**src/logic/periph_pkg.sv**
```systemverilog
package periph_pkg;

    // fast clock rate in Hz, also the tone divider dividend.
    localparam logic [31:0] clk_freq = 32'd50_000_000;

    localparam int data_w = 32;

    // peripheral select, taken from address bits 5:4.
    localparam logic [1:0] sel_buzzer = 2'd0;
    localparam logic [1:0] sel_led    = 2'd1;

    // buzzer word indices, address bits 3:2.
    localparam logic [1:0] reg_ctrl = 2'd0;
    localparam logic [1:0] reg_freq = 2'd1;
    localparam logic [1:0] reg_dur  = 2'd2;

    // led word indices.
    localparam logic [1:0] reg_led_data = 2'd0;
    localparam logic [1:0] reg_led_set  = 2'd1;
    localparam logic [1:0] reg_led_clr  = 2'd2;

    localparam int led_w = 16;

    // one quotient bit per iteration.
    localparam int div_steps = 32;

endpackage

```
**src/logic/periph_bus.sv**
```systemverilog
module periph_bus (
    input  logic                          clk,
    input  logic                          rst_n,
    input  logic                          clk_cpu,
    input  logic [29:0]                   addr,
    input  logic                          we,
    output logic                          wr_buzzer,
    output logic                          wr_led,
    output logic [1:0]                    reg_idx,
    input  logic [periph_pkg::data_w-1:0] rdata_buzzer,
    input  logic [periph_pkg::data_w-1:0] rdata_led,
    output logic [periph_pkg::data_w-1:0] rdata
);

    logic       clk_cpu_q;
    logic       wr_edge;
    logic [1:0] sel;

    // previous level of the cpu clock, sampled in the fast domain.
    always_ff @(posedge clk or negedge rst_n) begin
        if (!rst_n) begin
            clk_cpu_q <= 1'b0;
        end else begin
            clk_cpu_q <= clk_cpu;
        end
    end

    // a write lands once, on the first fast cycle after clk_cpu rises.
    assign wr_edge = we && clk_cpu && !clk_cpu_q;

    // addr holds word address bits 31:2, so bits 5:4 sit at 3:2 here.
    assign sel     = addr[3:2];
    assign reg_idx = addr[1:0];

    assign wr_buzzer = wr_edge && (sel == periph_pkg::sel_buzzer);
    assign wr_led    = wr_edge && (sel == periph_pkg::sel_led);

    always_comb begin
        case (sel)
            periph_pkg::sel_buzzer: rdata = rdata_buzzer;
            periph_pkg::sel_led:    rdata = rdata_led;
            default:                rdata = '0;
        endcase
    end

endmodule

```
**src/logic/tone_divider.sv**
```systemverilog
module tone_divider (
    input  logic                          clk,
    input  logic                          rst_n,
    input  logic                          start,
    input  logic [periph_pkg::data_w-1:0] dividend,
    input  logic [periph_pkg::data_w-1:0] divisor,
    output logic                          busy,
    output logic [periph_pkg::data_w-1:0] quotient
);

    logic [$clog2(periph_pkg::div_steps)-1:0] step_cnt;
    logic [periph_pkg::data_w-1:0]            div_q;
    logic [periph_pkg::data_w-1:0]            rem_q;
    logic [periph_pkg::data_w-1:0]            divisor_q;
    logic [periph_pkg::data_w:0]              trial;
    logic [periph_pkg::data_w:0]              diff;
    logic                                     fits;

    // shift the next dividend bit into the partial remainder and try a subtract.
    assign trial = {rem_q, div_q[periph_pkg::data_w-1]};
    assign diff  = trial - {1'b0, divisor_q};
    assign fits  = !diff[periph_pkg::data_w];

    always_ff @(posedge clk or negedge rst_n) begin
        if (!rst_n) begin
            busy     <= 1'b0;
            step_cnt <= '0;
            div_q    <= '0;
        end else if (start) begin
            step_cnt <= '0;
            if (divisor == '0) begin
                // a zero divisor gives a zero quotient without iterating.
                busy  <= 1'b0;
                div_q <= '0;
            end else begin
                busy  <= 1'b1;
                div_q <= dividend;
            end
        end else if (busy) begin
            div_q    <= {div_q[periph_pkg::data_w-2:0], fits};
            step_cnt <= step_cnt + 1'b1;
            if (int'(step_cnt) == periph_pkg::div_steps - 1) begin
                busy <= 1'b0;
            end
        end
    end

    // partial remainder and the divisor latched at start.
    always_ff @(posedge clk) begin
        if (start) begin
            rem_q     <= '0;
            divisor_q <= divisor;
        end else if (busy && fits) begin
            rem_q <= diff[periph_pkg::data_w-1:0];
        end else if (busy) begin
            rem_q <= trial[periph_pkg::data_w-1:0];
        end
    end

    // dividend bits have all shifted out by the time busy falls.
    assign quotient = div_q;

endmodule

```
**src/logic/buzzer.sv**
```systemverilog
module buzzer (
    input  logic                          clk,
    input  logic                          rst_n,
    input  logic                          wr,
    input  logic [1:0]                    reg_idx,
    input  logic [periph_pkg::data_w-1:0] wdata,
    output logic [periph_pkg::data_w-1:0] rdata,
    output logic                          buzz
);

    typedef enum logic {
        st_idle,
        st_run
    } state_t;

    state_t                        state;
    logic                          ctrl_en;
    logic [periph_pkg::data_w-1:0] freq;
    logic [periph_pkg::data_w-1:0] dur;
    logic [periph_pkg::data_w-1:0] dur_cnt;
    logic [periph_pkg::data_w-1:0] per_cnt;
    logic [periph_pkg::data_w-1:0] per_reload;
    logic [periph_pkg::data_w-1:0] half_period;
    logic                          div_start;
    logic                          div_busy;

    tone_divider u_div (
        .clk      (clk),
        .rst_n    (rst_n),
        .start    (div_start),
        .dividend (periph_pkg::clk_freq),
        .divisor  (freq),
        .busy     (div_busy),
        .quotient (half_period)
    );

    // start the divider the cycle after freq takes its new value.
    always_ff @(posedge clk or negedge rst_n) begin
        if (!rst_n) begin
            div_start <= 1'b0;
        end else begin
            div_start <= wr && (reg_idx == periph_pkg::reg_freq);
        end
    end

    always_ff @(posedge clk or negedge rst_n) begin
        if (!rst_n) begin
            ctrl_en    <= 1'b0;
            freq       <= '0;
            dur        <= '0;
            dur_cnt    <= '0;
            per_cnt    <= '0;
            per_reload <= '0;
            buzz       <= 1'b0;
            state      <= st_idle;
        end else if (wr) begin
            // a bus write holds the note machine for this cycle.
            case (reg_idx)
                periph_pkg::reg_ctrl: ctrl_en <= wdata[0];
                periph_pkg::reg_freq: freq    <= wdata;
                periph_pkg::reg_dur:  dur     <= wdata;
                default: ;
            endcase
        end else begin
            case (state)
                st_idle: begin
                    if (ctrl_en && !div_busy && !div_start && half_period != '0) begin
                        dur_cnt    <= dur;
                        per_cnt    <= half_period;
                        per_reload <= half_period;
                        state      <= st_run;
                    end
                end
                st_run: begin
                    if (!ctrl_en) begin
                        dur_cnt <= '0;
                        per_cnt <= '0;
                        state   <= st_idle;
                    end else if (dur_cnt > 1) begin
                        dur_cnt <= dur_cnt - 1'b1;
                        if (per_cnt != '0) begin
                            per_cnt <= per_cnt - 1'b1;
                        end else begin
                            per_cnt <= per_reload;
                            buzz    <= ~buzz;
                        end
                    end else begin
                        // note done, enable drops by itself.
                        dur_cnt <= '0;
                        per_cnt <= '0;
                        ctrl_en <= 1'b0;
                        state   <= st_idle;
                    end
                end
                default: state <= st_idle;
            endcase
        end
    end

    always_comb begin
        case (reg_idx)
            periph_pkg::reg_ctrl: rdata = {{(periph_pkg::data_w-1){1'b0}}, ctrl_en};
            periph_pkg::reg_freq: rdata = freq;
            periph_pkg::reg_dur:  rdata = dur;
            default:              rdata = '0;
        endcase
    end

endmodule

```
**src/logic/led_port.sv**
```systemverilog
module led_port (
    input  logic                          clk,
    input  logic                          rst_n,
    input  logic                          wr,
    input  logic [1:0]                    reg_idx,
    input  logic [periph_pkg::data_w-1:0] wdata,
    output logic [periph_pkg::data_w-1:0] rdata,
    output logic [periph_pkg::led_w-1:0]  leds
);

    logic [periph_pkg::led_w-1:0] mask;

    // only the low bits of the bus word reach the leds.
    assign mask = wdata[periph_pkg::led_w-1:0];

    always_ff @(posedge clk or negedge rst_n) begin
        if (!rst_n) begin
            leds <= '0;
        end else if (wr) begin
            case (reg_idx)
                periph_pkg::reg_led_data: leds <= mask;
                periph_pkg::reg_led_set:  leds <= leds | mask;
                periph_pkg::reg_led_clr:  leds <= leds & ~mask;
                default: ;
            endcase
        end
    end

    // every index reads the current pattern.
    assign rdata = {{(periph_pkg::data_w-periph_pkg::led_w){1'b0}}, leds};

endmodule

```
**src/logic/periph_top.sv**
```systemverilog
module periph_top (
    input  logic                          clk,
    input  logic                          rst_n,
    input  logic                          clk_cpu,
    input  logic [29:0]                   addr,
    input  logic [periph_pkg::data_w-1:0] wdata,
    input  logic                          we,
    output logic [periph_pkg::data_w-1:0] rdata,
    output logic                          buzz,
    output logic [periph_pkg::led_w-1:0]  leds
);

    logic                          wr_buzzer;
    logic                          wr_led;
    logic [1:0]                    reg_idx;
    logic [periph_pkg::data_w-1:0] rdata_buzzer;
    logic [periph_pkg::data_w-1:0] rdata_led;

    periph_bus u_bus (
        .clk          (clk),
        .rst_n        (rst_n),
        .clk_cpu      (clk_cpu),
        .addr         (addr),
        .we           (we),
        .wr_buzzer    (wr_buzzer),
        .wr_led       (wr_led),
        .reg_idx      (reg_idx),
        .rdata_buzzer (rdata_buzzer),
        .rdata_led    (rdata_led),
        .rdata        (rdata)
    );

    // wdata goes straight to both peripherals.
    buzzer u_buzzer (
        .clk     (clk),
        .rst_n   (rst_n),
        .wr      (wr_buzzer),
        .reg_idx (reg_idx),
        .wdata   (wdata),
        .rdata   (rdata_buzzer),
        .buzz    (buzz)
    );

    led_port u_led (
        .clk     (clk),
        .rst_n   (rst_n),
        .wr      (wr_led),
        .reg_idx (reg_idx),
        .wdata   (wdata),
        .rdata   (rdata_led),
        .leds    (leds)
    );

endmodule

```
**config.mk**
```make
export PLATFORM = sky130hd
export DESIGN_NAME = periph_top
export DESIGN_NICKNAME = d
export VERILOG_FILES = /design/src/logic/periph_pkg.sv /design/src/logic/periph_bus.sv /design/src/logic/tone_divider.sv /design/src/logic/buzzer.sv /design/src/logic/led_port.sv /design/src/logic/periph_top.sv
export SDC_FILE = /design/constraint.sdc
export NUM_CORES = 1
export LEC_CHECK = 0
export BUFFER_PORTS_ARGS = -buffer_cell sky130_fd_sc_hd__buf_4
export CORE_MARGIN = 2
export CORE_UTILIZATION = 55
export CTS_CLUSTER_DIAMETER = 100
export DETAILED_ROUTE_END_ITERATION = 6
export GPL_ROUTABILITY_DRIVEN = 0
export GPL_TIMING_DRIVEN = 0
export PLACE_DENSITY = 0.77
export SLEW_MARGIN = 20
export SYNTH_ARGS = -nofsm -noshare
export SYNTH_HDL_FRONTEND = slang
export SYNTH_SLANG_ARGS = --single-unit
```
**constraint.sdc**
```tcl
create_clock -name clk -period 2.95 [get_ports clk]
set_input_delay 0.295 -clock clk [delete_from_list [all_inputs] [get_ports clk]]
set_output_delay 0.295 -clock clk [all_outputs]
set_load 0.1 [all_outputs]
```
Word-level counts from Yosys, hierarchy flattened
Index checks and enable logic that the tools add are counted.
{"block": "classes", "mux": 30, "n_reduce_logical": 29, "n_addsub": 4, "order_cmp": 1, "eq_ne": 6, "n_bitwise": 7}
{"operator": "$mux W32", "n": 11}
{"operator": "$pmux W32 S2", "n": 3}
{"operator": "$pmux W32 S3", "n": 1}
{"operator": "$reduce_bool A32 Y1", "n": 2}
{"operator": "$sub A32 B1 Y32 const B", "n": 2}
{"operator": "$pmux W16 S3", "n": 1}
{"operator": "$sub A33 B32 Y33", "n": 1}
{"operator": "$gt A32 B1 Y1 const B", "n": 1}
{"operator": "$logic_not A32 Y1", "n": 1}
{"operator": "$mux W26", "n": 1}
{"operator": "$and A16 B16 Y16", "n": 1}
{"operator": "$not A16 Y16", "n": 1}
{"operator": "$or A16 B16 Y16", "n": 1}
{"operator": "$mux W1", "n": 10}
{"operator": "$mux W5", "n": 2}
{"operator": "$reduce_and A2 Y1", "n": 5}
{"operator": "$logic_and A1 B1 Y1", "n": 9}
{"operator": "$reduce_bool A2 Y1", "n": 3}
{"operator": "$add A5 B1 Y5 const B", "n": 1}
{"operator": "$eq A5 B1 Y1 const B", "n": 1}
{"operator": "$reduce_and A5 Y1", "n": 1}
{"operator": "$eq A2 B1 Y1 const B", "n": 2}
{"operator": "$logic_not A1 Y1", "n": 4}
{"operator": "$logic_not A2 Y1", "n": 2}
{"operator": "7 further kinds", "n": 10}
{"block": "totals", "ff_bits": 283, "in_bits": 66, "output_inout_bits": 49, "word_cells": 93}

Longest topological paths before layout
Gate-level depths: netlist of the first run.
{"block": "depth", "ltp_word": 6, "depth_mapped": 13, "depth_no_buf": 12}

Hierarchy
Synthesis of the first run repeated with hierarchy kept, for this count alone.
{"block": "hier_totals", "hier_cells": 1728, "hier_area_um2": 16579.7}
{"mod": "buzzer", "n_inst": 1, "seq_area_each_um2": 4103.9, "cells_each": 835, "area_per_inst_um2": 8740.9}
{"mod": "tone_divider", "n_inst": 1, "seq_area_each_um2": 2552.4, "cells_each": 685, "area_per_inst_um2": 6050.8}
{"mod": "led_port", "n_inst": 1, "seq_area_each_um2": 400.4, "cells_each": 130, "area_per_inst_um2": 1193.6}
{"mod": "periph_bus", "n_inst": 1, "seq_area_each_um2": 25.0, "cells_each": 78, "area_per_inst_um2": 594.3}

Worst setup path before layout of the first run
Ideal clock, no wire load.
{"block": "synth_timing", "kind": "input port to output port", "start": "in addr[0]", "end": "out rdata[16] in the netlist's numbering", "setup_slack_ps": -113, "cell_stages": 7, "t_arrival_ps": 2768, "path_buffers": 3, "required_time_ps": 2655, "path_cell_list": "inv_1 ha_1 clkbuf_1 clkbuf_1 clkbuf_1 a22oi_1 nor2_1"}
{"block": "synth_between", "elab_chain_cells": 3, "word_cells_on_any_way": 5, "classes_between": "eq/ne: 2; mux: 2; reduce/logical: 1"}
{"element": "from (decl)", "line_no": "periph_top.sv:5", "rtl": "input logic [29:0] addr,"}
{"element": "$eq A2 B2 Y1 (tied with other cells)", "line_no": "buzzer.sv:101", "rtl": "case (reg_idx)"}
{"element": "$pmux W32 S3 *", "line_no": "buzzer.sv:101"}
{"element": "$pmux W32 S2 *", "line_no": "periph_bus.sv:39", "rtl": "case (sel)"}
{"element": "to (decl)", "line_no": "periph_top.sv:8", "rtl": "output logic [periph_pkg::data_w-1:0] rdata,"}
Every way passes the cells marked *; elsewhere a longest branch is shown, timed or not.

Worst setup path after layout of the first run
{"block": "layout_timing", "start": "reg u_buzzer.u_div.div_q, in the netlist u_buzzer.u_div.quotient[31]", "end": "reg u_buzzer.u_div.rem_q[8] in the netlist's numbering"}
{"block": "layout_between", "elab_chain_cells": 4, "word_cells_on_any_way": 5, "classes_between": "add/sub: 1; mux: 1; reduce/logical: 3"}
{"element": "from (decl)", "line_no": "tone_divider.sv:12", "rtl": "logic [periph_pkg::data_w-1:0] div_q;"}
{"element": "from (signal assigned)", "line_no": "tone_divider.sv:37", "rtl": "div_q <= dividend;"}
{"element": "from (signal assigned)", "line_no": "tone_divider.sv:40", "rtl": "div_q <= {div_q[periph_pkg::data_w-2:0], fits};"}
{"element": "$sub A33 B32 Y33 *", "line_no": "tone_divider.sv:21", "rtl": "assign diff = trial - {1'b0, divisor_q};"}
{"element": "$logic_not A1 Y1", "line_no": "tone_divider.sv:22", "rtl": "assign fits = !diff[periph_pkg::data_w];"}
{"element": "$logic_and A1 B1 Y1", "line_no": "tone_divider.sv:53", "rtl": "end else if (busy && fits) begin"}
{"element": "$mux W32 / $reduce_bool A2 Y1 (equally long branches)"}
{"element": "to (signal assigned)", "line_no": "tone_divider.sv:54", "rtl": "rem_q <= diff[periph_pkg::data_w-1:0];"}
{"element": "to (signal assigned)", "line_no": "tone_divider.sv:56", "rtl": "rem_q <= trial[periph_pkg::data_w-1:0];"}
{"element": "to (decl)", "line_no": "tone_divider.sv:13", "rtl": "logic [periph_pkg::data_w-1:0] rem_q;"}
Marked as above.
A chain may end at the register's enable or synchronous reset.

==> results of run 1 <==
## kinds of logic (layout without fill, tap and decap cells)
group,after synthesis,after routing,synth area share
flops,283,283,0.4499
xor+xnor,54,54,0.03005
compound gates,431,431,0.1914
other cells,0,1,0
simple gates,524,524,0.1617
buf+inv,161,354,0.04332
mux,127,127,0.08823
fa+ha+maj,44,44,0.03545
## repair_timing
action                                  CTS  global route
setup buffers                            19             7
gates resized for setup                  49            54
endpoints found under the setup margin   46           105
gates cloned                              2             3
endpoints found under the hold margin    92             0
pin swaps                                31            29
hold buffers                             22             0
## metrics by stage
stage / setup WS, ps / cell area [um^2] / total power, uW / TNS [ps]
finish: -241.3 / 18930 / 19820 / -6485
global placement: -561.3 / 16900 / 14070 / -37090
detailed placement: -580.6 / 16960 / 14340 / -19490
CTS: -191.1 / 18660 / 19190 / -4910
floorplan: 19.12 / 15770 / 12320 / 0
global route: -321.7 / 18930 / 20870 / -9120
## metal layers
| layer | wire (um) | global-route usage | share of wire |
|---|---|---|---|
| met5 | 0 | 0 | 0 |
| met4 | 2461 | 0.1314 | 0.053 |
| met3 | 3799 | 0.04178 | 0.081 |
| met2 | 21900 | 0.5002 | 0.47 |
| met1 | 18570 | 0.4011 | 0.40 |
## critical path, stage by stage (launching register included)
cell	delay, ps
dfrtp_2	390
inv_2	60
ha_4	160
fa_2	340
and2b_1	250
o2111ai_2	150
a21oi_2	270
nor3_4	90
a2111o_1	520
a21oi_4	270
nor2_8	70
buf_6	140
clkbuf_16	160
nand2_2	60
a311oi_2	80
## worst max-delay path by stage
stage                     cells past startpoint                       end                   startpoint  slack (ps)
after global routing                         14   u_buzzer.u_div.rem_q[5]  u_buzzer.u_div.quotient[31]        -320
after global placement                       13   u_buzzer.u_div.rem_q[9]  u_buzzer.u_div.quotient[31]        -560
after floorplan                               7                 rdata[23]                      addr[1]          20
after CTS                                    14   u_buzzer.u_div.rem_q[9]  u_buzzer.u_div.quotient[31]        -190
after detailed placement                     13  u_buzzer.u_div.rem_q[17]  u_buzzer.u_div.quotient[31]        -580
final                                        14   u_buzzer.u_div.rem_q[8]  u_buzzer.u_div.quotient[31]        -240
## report_power, final
| group | switching [uW] | internal (uW) |
|---|---|---|
| clock | 1620 | 2430 |
| sequential | 1470 | 5150 |
| combinational | 5260 | 3880 |
## cells in the mapped netlist (32+ instances only)
library cell  number  share of area
a21oi_1          123          0.039
a22oi_1           37          0.018
clkbuf_1          68          0.016
dfrtp_1          219           0.35
dfxtp_1           32          0.041
edfxtp_1          32          0.061
ha_1              43          0.034
inv_1             59          0.014
mux2_2            94          0.067
mux2i_1           33          0.021
nand2_1           96          0.023
nor2_1           223          0.053
nor3_1            33          0.010
o21ai_0           81          0.026
xnor2_1           33          0.018
## registers in the layout (all words and copies together) (netlist names)
register                  cells
u_buzzer.buzz                 1
u_buzzer.ctrl_en              1
u_buzzer.state                1
u_led.leds                   16
u_bus.clk_cpu_q               1
u_buzzer.freq                32
u_buzzer.u_div.divisor_q     32
u_buzzer.u_div.quotient      32
u_buzzer.per_cnt             32
u_buzzer.u_div.busy           1
u_buzzer.u_div.rem_q         32
u_buzzer.div_start            1
u_buzzer.dur                 32
u_buzzer.dur_cnt             32
u_buzzer.u_div.step_cnt       5
u_buzzer.per_reload          32
## final cells by class
cell class,count,area [um^2]
clock buffers,35,788.3
flip-flops and latches,283,7084
clock inverters,17,262.8
diodes,1,2.502
repair buffers,141,1277
plain buffers,100,498.0
fillers,2098,9081
inverters,61,229.0
well taps,378,473.0
multi-input cells,1180,8314
==> results.yml, run 1 <==
run_status:
  status: "finished with violations"
  violations: "setup timing"
sta:
  rsz0062_at_grt: "yes"
  period_needed_ps: 3191
  max_freq_mhz: 313.3
  post-route-period-util: 1.082
  maxSlewViolCount: 0
  fin_hold_ws_ps: 5.296
  slew-limit-headroom: 0.4360
  hold_viol_final: 0
  fin_ws_ps: -241.3
  skew_ps: 19.17
  finalSetupViolCount: 33
  worst_slew_pin_slew_ps: 846.0
synthesis:
  synth_ff_type: "dfrtp_1"
  ys_ff_latch: 283
  synth_cells: 1624
  syn-num-nets: 1734
  synth.distinct_cells: 92
  ys_warn_count: 0
  ys_seq_area_frac: 0.4499
  async_reset_ff_frac: 0.7739
  synth_edf_count: 32
  avgSynthCellArea_um2: 9.693
  syn_area_um2: 15740
global_route:
  grt_max_degree: 97
  antenna_found_initial: 1
  grt_pass1_wl_mm: 73.50
  grt_pass1_vias: 13534
  grt_overflow_total: 0
  grt.total_usage: 0.3030
routing:
  drc_errors: 0
  drt-initial-drc-count: 1424
  drt_wl_total_mm: 46.73
  final_antenna_net_count: 0
  vias_per_cell: 6.376
  first_pass_iters: 6
  num_vias: 14001
  wl_per_cell_um: 21.28
clocking:
  clk_pin_slew_worst_paths_ps: 60
  ctsHtreeMaxLevel: 1
  cts_tree: "done"
  cts_made_buffers: 29
  cts_buffer_depth: 3
  clock-sinks: 283
  cts_root_buf: "clkbuf_16"
  insertion_delay_ps: 580
setup_path:
  worstPathMaxFanout: 5
  crit_arrival_ps: 3600
  regToRegSetupSlack_ps: -240
  setup.worst_path.end_class: "flip-flop"
  cp-start-kind: "flip-flop"
  rr_worst_depth: 14
  r2r_start: "u_buzzer.u_div.quotient[31]"
  required_ps: 3360
  timing.rr.end: "u_buzzer.u_div.rem_q[8]"
  path_class: "flip-flop to flip-flop"
power_and_ir_drop:
  leakage_uw: 0.008166
  peakVddDrop_v: 0.0005849
  p_per_area_nw_per_um2: 1047
placed_design:
  dp_hpwl_mm: 32.56
  io_buffers: 87
  dpl.cell_count: 2091
finish:
  synthToLayoutAreaGrowth_pct: 20.25
  drive_gt1_frac: 0.2284
  layout.cells.non_filler: 2196
  fin_nets: 1906
  layout_common_cells: "217 x dfrtp_1, 210 x nor2_1, 118 x a21oi_1"
  fin_util: 0.6758
  mostFrequentLayoutCell: "dfrtp_1"
die:
  die_w_um: 173.2
  die_y_um: 173.2
  io-pin-count: 115
  rows: 61
  start_util: 0.5620
  coreArea_um2: 28010
  die_area_um2: 29990
hold_path:
  hp-class: "input port to flip-flop"
  whs_endpoint: "u_buzzer.freq[13]"
  min-delay-start: "wdata[13]"
  whs_path_depth: 2
flow_run:
  maxCapViolations: 0
(Power assumes the default switching activity.)
==> run 2: changes to the inputs <==
--- a/config.mk
+++ b/config.mk
@@ -8,6 +8,7 @@
 export BUFFER_PORTS_ARGS = -buffer_cell sky130_fd_sc_hd__buf_4
 export CORE_MARGIN = 2
 export CORE_UTILIZATION = 55
+export CTS_BUF_LIST = sky130_fd_sc_hd__clkbuf_8 sky130_fd_sc_hd__clkbuf_16
 export CTS_CLUSTER_DIAMETER = 100
 export DETAILED_ROUTE_END_ITERATION = 6
 export GPL_ROUTABILITY_DRIVEN = 0
==> results.yml, run 2 (synthesis gave the netlist of run 1 again) <==
routing:
  wl_per_cell_um: 21.28
  first_pass_iters: 6
  num_vias: 13991
  vias_per_cell: 6.371
  met2_length_mm: 21.81
  final_antenna_net_count: 0
  met3_wirelength_mm: 3.701
  met1_length_mm: 18.68
  drt_wl_total_mm: 46.73
  drc_errors: 0
  drt-initial-drc-count: 1411
  highest_layer: "met4"
die:
  die_area_um2: 29990
  die_w_um: 173.2
  start_util: 0.5620
  die_y_um: 173.2
  rows: 61
  io-pin-count: 115
  coreArea_um2: 28010
sta:
  setup-tns-final_ps: -6552
  max_freq_mhz: 313.1
  rsz0062_at_grt: "yes"
  fin_ws_ps: -243.5
  post-route-period-util: 1.083
  skew_ps: 20.66
  period_needed_ps: 3194
  maxSlewViolCount: 0
  finalSetupViolCount: 33
  slew-limit-headroom: 0.4330
  hold_viol_final: 0
  worst_slew_pin_slew_ps: 850.5
power_and_ir_drop:
  leakage_uw: 0.008175
  internal_power_uw: 11460
  p_clk_frac: 0.204
  p_sw_frac: 0.4214
  p_per_area_nw_per_um2: 1047
  comb_power_share: 0.461
  power_frac_seq: 0.334
  peakVddDrop_v: 0.0005849
  power_switching_uw: 8350
finish:
  mostFrequentLayoutCell: "dfrtp_1"
  layout_common_cells: "217 x dfrtp_1, 210 x nor2_1, 118 x a21oi_1"
  synthToLayoutAreaGrowth_pct: 20.25
  drive_gt1_frac: 0.2284
  nFillCells: 2098
  fin_nets: 1906
setup_path:
  regToRegSetupSlack_ps: -240
  setup.worst_path.end_class: "flip-flop"
  path_class: "flip-flop to flip-flop"
  rr_worst_depth: 14
  worstPathMaxFanout: 5
  crit_arrival_ps: 3600
  required_ps: 3360
  timing.rr.end: "u_buzzer.u_div.rem_q[8]"
  cp-start-kind: "flip-flop"
  r2r_start: "u_buzzer.u_div.quotient[31]"
hold_path:
  hp-class: "input port to flip-flop"
  whs_endpoint: "u_buzzer.freq[13]"
  min-delay-start: "wdata[13]"
  whs_path_depth: 2
global_route:
  grt_max_degree: 97
  grt.total_usage: 0.3030
  grt_pass1_vias: 13534
  grt_pass1_wl_mm: 73.50
  grt_overflow_total: 0
  antenna_found_initial: 1
clocking:
  insertion_delay_ps: 580
  cts_buffer_depth: 3
  clk_pin_slew_worst_paths_ps: 60
  cts_root_buf: "clkbuf_16"
  clock-sinks: 283
  ctsHtreeMaxLevel: 1
  cts_made_buffers: 29
  cts_tree: "done"
run_status:
  violations: "setup timing"
  status: "finished with violations"
placed_design:
  dp_hpwl_mm: 32.56
  pre_cts_ws_ps: -580.6
  io_buffers: 87
flow_run:
  maxCapViolations: 0
==> run 2: cell count changes in the layout (fill, tap and decap cells not counted) <==
cell	change
clkbuf_1	-2
inv_1	+2
==> run 2: worst max-delay path, cell delays in order, from the launching register on <==
cell	delay (ps)
dfrtp_2	390
inv_2	60
ha_4	160
fa_2	340
and2b_1	250
o2111ai_2	150
a21oi_2	270
nor3_4	90
a2111o_1	520
a21oi_4	270
nor2_8	70
buf_6	140
clkbuf_16	160
nand2_2	60
a311oi_2	80
==> run 2: worst max-delay path by stage <==
| stage | end | from | cells after the start |
|---|---|---|---|
| after floorplan | rdata[23] | addr[1] | 7 |
| after global placement | u_buzzer.u_div.rem_q[9] | u_buzzer.u_div.quotient[31] | 13 |
| after detailed placement | u_buzzer.u_div.rem_q[17] | u_buzzer.u_div.quotient[31] | 13 |
| after CTS | u_buzzer.u_div.rem_q[9] | u_buzzer.u_div.quotient[31] | 14 |
| after global routing | u_buzzer.u_div.rem_q[5] | u_buzzer.u_div.quotient[31] | 14 |
| final | u_buzzer.u_div.rem_q[8] | u_buzzer.u_div.quotient[31] | 14 |
==> run 2: timing repair <==
| item | 4_1_cts | 5_1_grt |
|---|---|---|
| endpoints found under the hold margin | 92 | 0 |
| gates cloned | 2 | 3 |
| buffers inserted | 19 | 7 |
| pin swaps | 31 | 29 |
| hold buffers | 22 | 0 |
| setup endpoints to repair | 46 | 105 |
| resized for setup | 49 | 54 |
==> run 2: per-layer routing <==
metal,up-vias,global-route usage
met2,740,0.5002
met3,156,0.04178
met5,-,0
li1,6262,-
met4,0,0.1314
met1,6833,0.4011
==> run 2: power groups by stage <==
stage	registers (uW)	logic [uW]	clock network, uW
finish	6630	9140	4050
global route	6750	9880	4230
CTS	6520	8600	4060
detailed placement	6550	7790	0
global placement	6500	7570	0
floorplan	6490	5820	0
==> run 2: through the flow <==
step,cell area [um^2],std cells,total power (uW),utilization,hold WS [ps]
2_1_floorplan,15770,1624,12320,-,-0.5911
3_3_place_gp,16900,2089,14070,0.6033,415.5
3_5_place_dp,16960,2091,14340,0.6056,175.5
4_1_cts,18660,2186,19180,0.6661,0.8271
5_1_grt,18930,2196,20860,0.6758,6.372
6_report,18930,2196,19820,0.6758,6.013
==> run 2: cell type report <==
| type | instances | area, um^2 | area share |
|---|---|---|---|
| Multi-Input combinational cell | 1180 | 8314 | 0.4392 |
| Antenna cell | 1 | 2.502 | 0.0001322 |
| Inverter | 61 | 229.0 | 0.01210 |
| Sequential cell | 283 | 7084 | 0.3742 |
| Clock inverter | 19 | 270.3 | 0.01428 |
| Tap cell | 378 | 473.0 | 0.02499 |
| Clock buffer | 33 | 780.7 | 0.04125 |
| Buffer | 100 | 498.0 | 0.02631 |
| Timing Repair Buffer | 141 | 1277 | 0.06749 |
==> run 3: changes to the inputs <==
--- a/config.mk
+++ b/config.mk
@@ -12,7 +12,6 @@
 export CTS_CLUSTER_DIAMETER = 100
 export DETAILED_ROUTE_END_ITERATION = 6
 export GPL_ROUTABILITY_DRIVEN = 0
-export GPL_TIMING_DRIVEN = 0
 export PLACE_DENSITY = 0.77
 export SLEW_MARGIN = 20
 export SYNTH_ARGS = -nofsm -noshare
==> results.yml, run 3 (synthesis gave the netlist of run 1 again) <==
setup_path:
  cp-start-kind: "flip-flop"
  crit_family: "compound AO/OA/AOI/OAI gates"
  path_class: "flip-flop to flip-flop"
  slowest_stage: "a2111oi_4"
  cp.depth: 12
  crit_arrival_ps: 3530
  cpPeakStageDelay_ps: 400
  required_ps: 3430
  rr_worst_depth: 12
  path_buf_inv: 1
  crit_top_cell: "nor3_4"
  crit_chain: "ha_2 > fa_2 > and2b_1 > o2111ai_2 > a21oi_2 > nor3_4 > a2111oi_4 > buf_4 > nor3_4 > nor2_4 > nand2_2 > a311oi_2"
  worstPathMaxFanout: 7
  setup.worst_path.end_class: "flip-flop"
global_route:
  grt_max_degree: 106
  antenna_found_initial: 0
  grt_overflow_total: 0
  grt.total_usage: 0.2778
  grt_pass1_vias: 13111
  grt_pass1_wl_mm: 68.80
clocking:
  clk_pin_slew_worst_paths_ps: 60
  insertion_delay_ps: 570
  clock-sinks: 283
  cts_tree: "done"
  cts_buffer_depth: 3
  cts_root_buf: "clkbuf_16"
  ctsHtreeMaxLevel: 1
  cts_made_buffers: 30
sta:
  fin_ws_ps: -105.0
  fin_hold_ws_ps: 15.96
  worst_slew_pin_slew_ps: 902.0
  finalSetupViolCount: 31
  hold_viol_final: 0
  skew_ps: 21.92
  post-route-period-util: 1.036
  rsz0062_at_grt: "yes"
  max_freq_mhz: 327.3
  maxSlewViolCount: 0
  period_needed_ps: 3055
  setup-tns-final_ps: -1512
  slew-limit-headroom: 0.3986
finish:
  mostFrequentLayoutCell: "dfrtp_1"
  layout_common_cells: "217 x dfrtp_1, 212 x nor2_1, 144 x buf_4"
  layout.cells.non_filler: 2144
  drive_gt1_frac: 0.2305
  fin_nets: 1852
  synthToLayoutAreaGrowth_pct: 17.96
  diodes: 0
  stdcell_area_um2: 18570
die:
  rows: 61
  die_area_um2: 29990
  coreArea_um2: 28010
  die_y_um: 173.2
  start_util: 0.5620
  io-pin-count: 115
  die_w_um: 173.2
power_and_ir_drop:
  power_frac_seq: 0.344
  p_per_area_nw_per_um2: 1020
  leakage_uw: 0.008117
  power_switching_uw: 7878
  p_sw_frac: 0.4161
  p_clk_frac: 0.204
  internal_power_uw: 11050
  peakVddDrop_v: 0.0006556
  comb_power_share: 0.451
placed_design:
  post_dp_cell_area_um2: 17020
  dp_hpwl_mm: 27.58
  io_buffers: 88
  pre_cts_ws_ps: -246.9
  dpl.cell_count: 2052
routing:
  drt-initial-drc-count: 1285
  drt_wl_total_mm: 42.47
  num_vias: 13453
  wl_per_cell_um: 19.81
  drc_errors: 0
  final_antenna_net_count: 0
  first_pass_iters: 6
  vias_per_cell: 6.275
flow_run:
  maxCapViolations: 0
run_status:
  violations: "setup timing"
  status: "finished with violations"
hold_path:
  whs_path_depth: 2
  hp-class: "input port to flip-flop"
run 3: cell types whose count changed in the layout (fill, tap and decap cells not counted), moves of 5 or more:
cell,delta
clkbuf_2,-12
bufinv_16,-5
inv_1,+7
buf_2,-9
clkbuf_1,-57
nand2_4,-13
buf_4,+38
buf_1,-12
nand2_1,+8
nand2_2,+5
run 3: worst reg2reg max path, delay by kind of cell, from the launching register on:
kind            cells  cell delay [ps]
fa+ha+maj           2              540
compound gates      4             1020
simple gates        5              860
buf+inv             1              190
flops               1              370
run 3: metal layers:
layer | vias up | share of wire | track usage
li1 | 6138 | - | -
met4 | 0 | 0.023 | 0.06815
met5 | - | 0 | 0
met2 | 584 | 0.48 | 0.4620
met1 | 6639 | 0.42 | 0.3790
met3 | 92 | 0.076 | 0.04903
run 3: final timing paths:
kind	from	to	slack, ps
max reg2reg	u_buzzer.u_div.divisor_q[0]	u_buzzer.u_div.rem_q[19]	-110
min reg2reg	u_buzzer.u_div.rem_q[14]	u_buzzer.u_div.rem_q[15]	510
min in group asynchronous	rst_n	u_buzzer.u_div.step_cnt[3]	360
min	wdata[14]	u_buzzer.freq[14]	20
max	u_buzzer.u_div.divisor_q[0]	u_buzzer.u_div.rem_q[19]	-110
max in group asynchronous	rst_n	u_buzzer.dur[13]	1700
run 3: repair_timing:
action	CTS	global route
pin swaps	12	22
hold buffers	24	0
gates resized for setup	15	17
endpoints found under the setup margin	33	52
setup buffers	2	7
gates cloned	2	1
hold endpoints to repair	130	0
run 3: layout make-up:
type,count,area (um^2)
Fill cell,2124,9443
Multi-Input combinational cell,1182,8152
Clock buffer,41,935.9
Clock inverter,15,96.34
Tap cell,378,473.0
Timing Repair Buffer,184,1593
Inverter,61,229.0
Sequential cell,283,7089
run 3: power groups by stage:
stage	clock (uW)	sequential, uW	combinational (uW)
floorplan	0	6490	5820
global placement	0	6440	7620
detailed placement	0	6490	7870
CTS	3900	6460	8130
global route	4090	6670	9350
finish	3870	6520	8540
run 3: metrics by stage:
| step | utilization | power (uW) |
|---|---|---|
| after CTS | 0.6565 | 18490 |
| after global routing | 0.6629 | 20100 |
| after global placement | 0.6075 | 14060 |
| after floorplan | - | 12320 |
| after detailed placement | 0.6075 | 14370 |
| final | 0.6629 | 18930 |
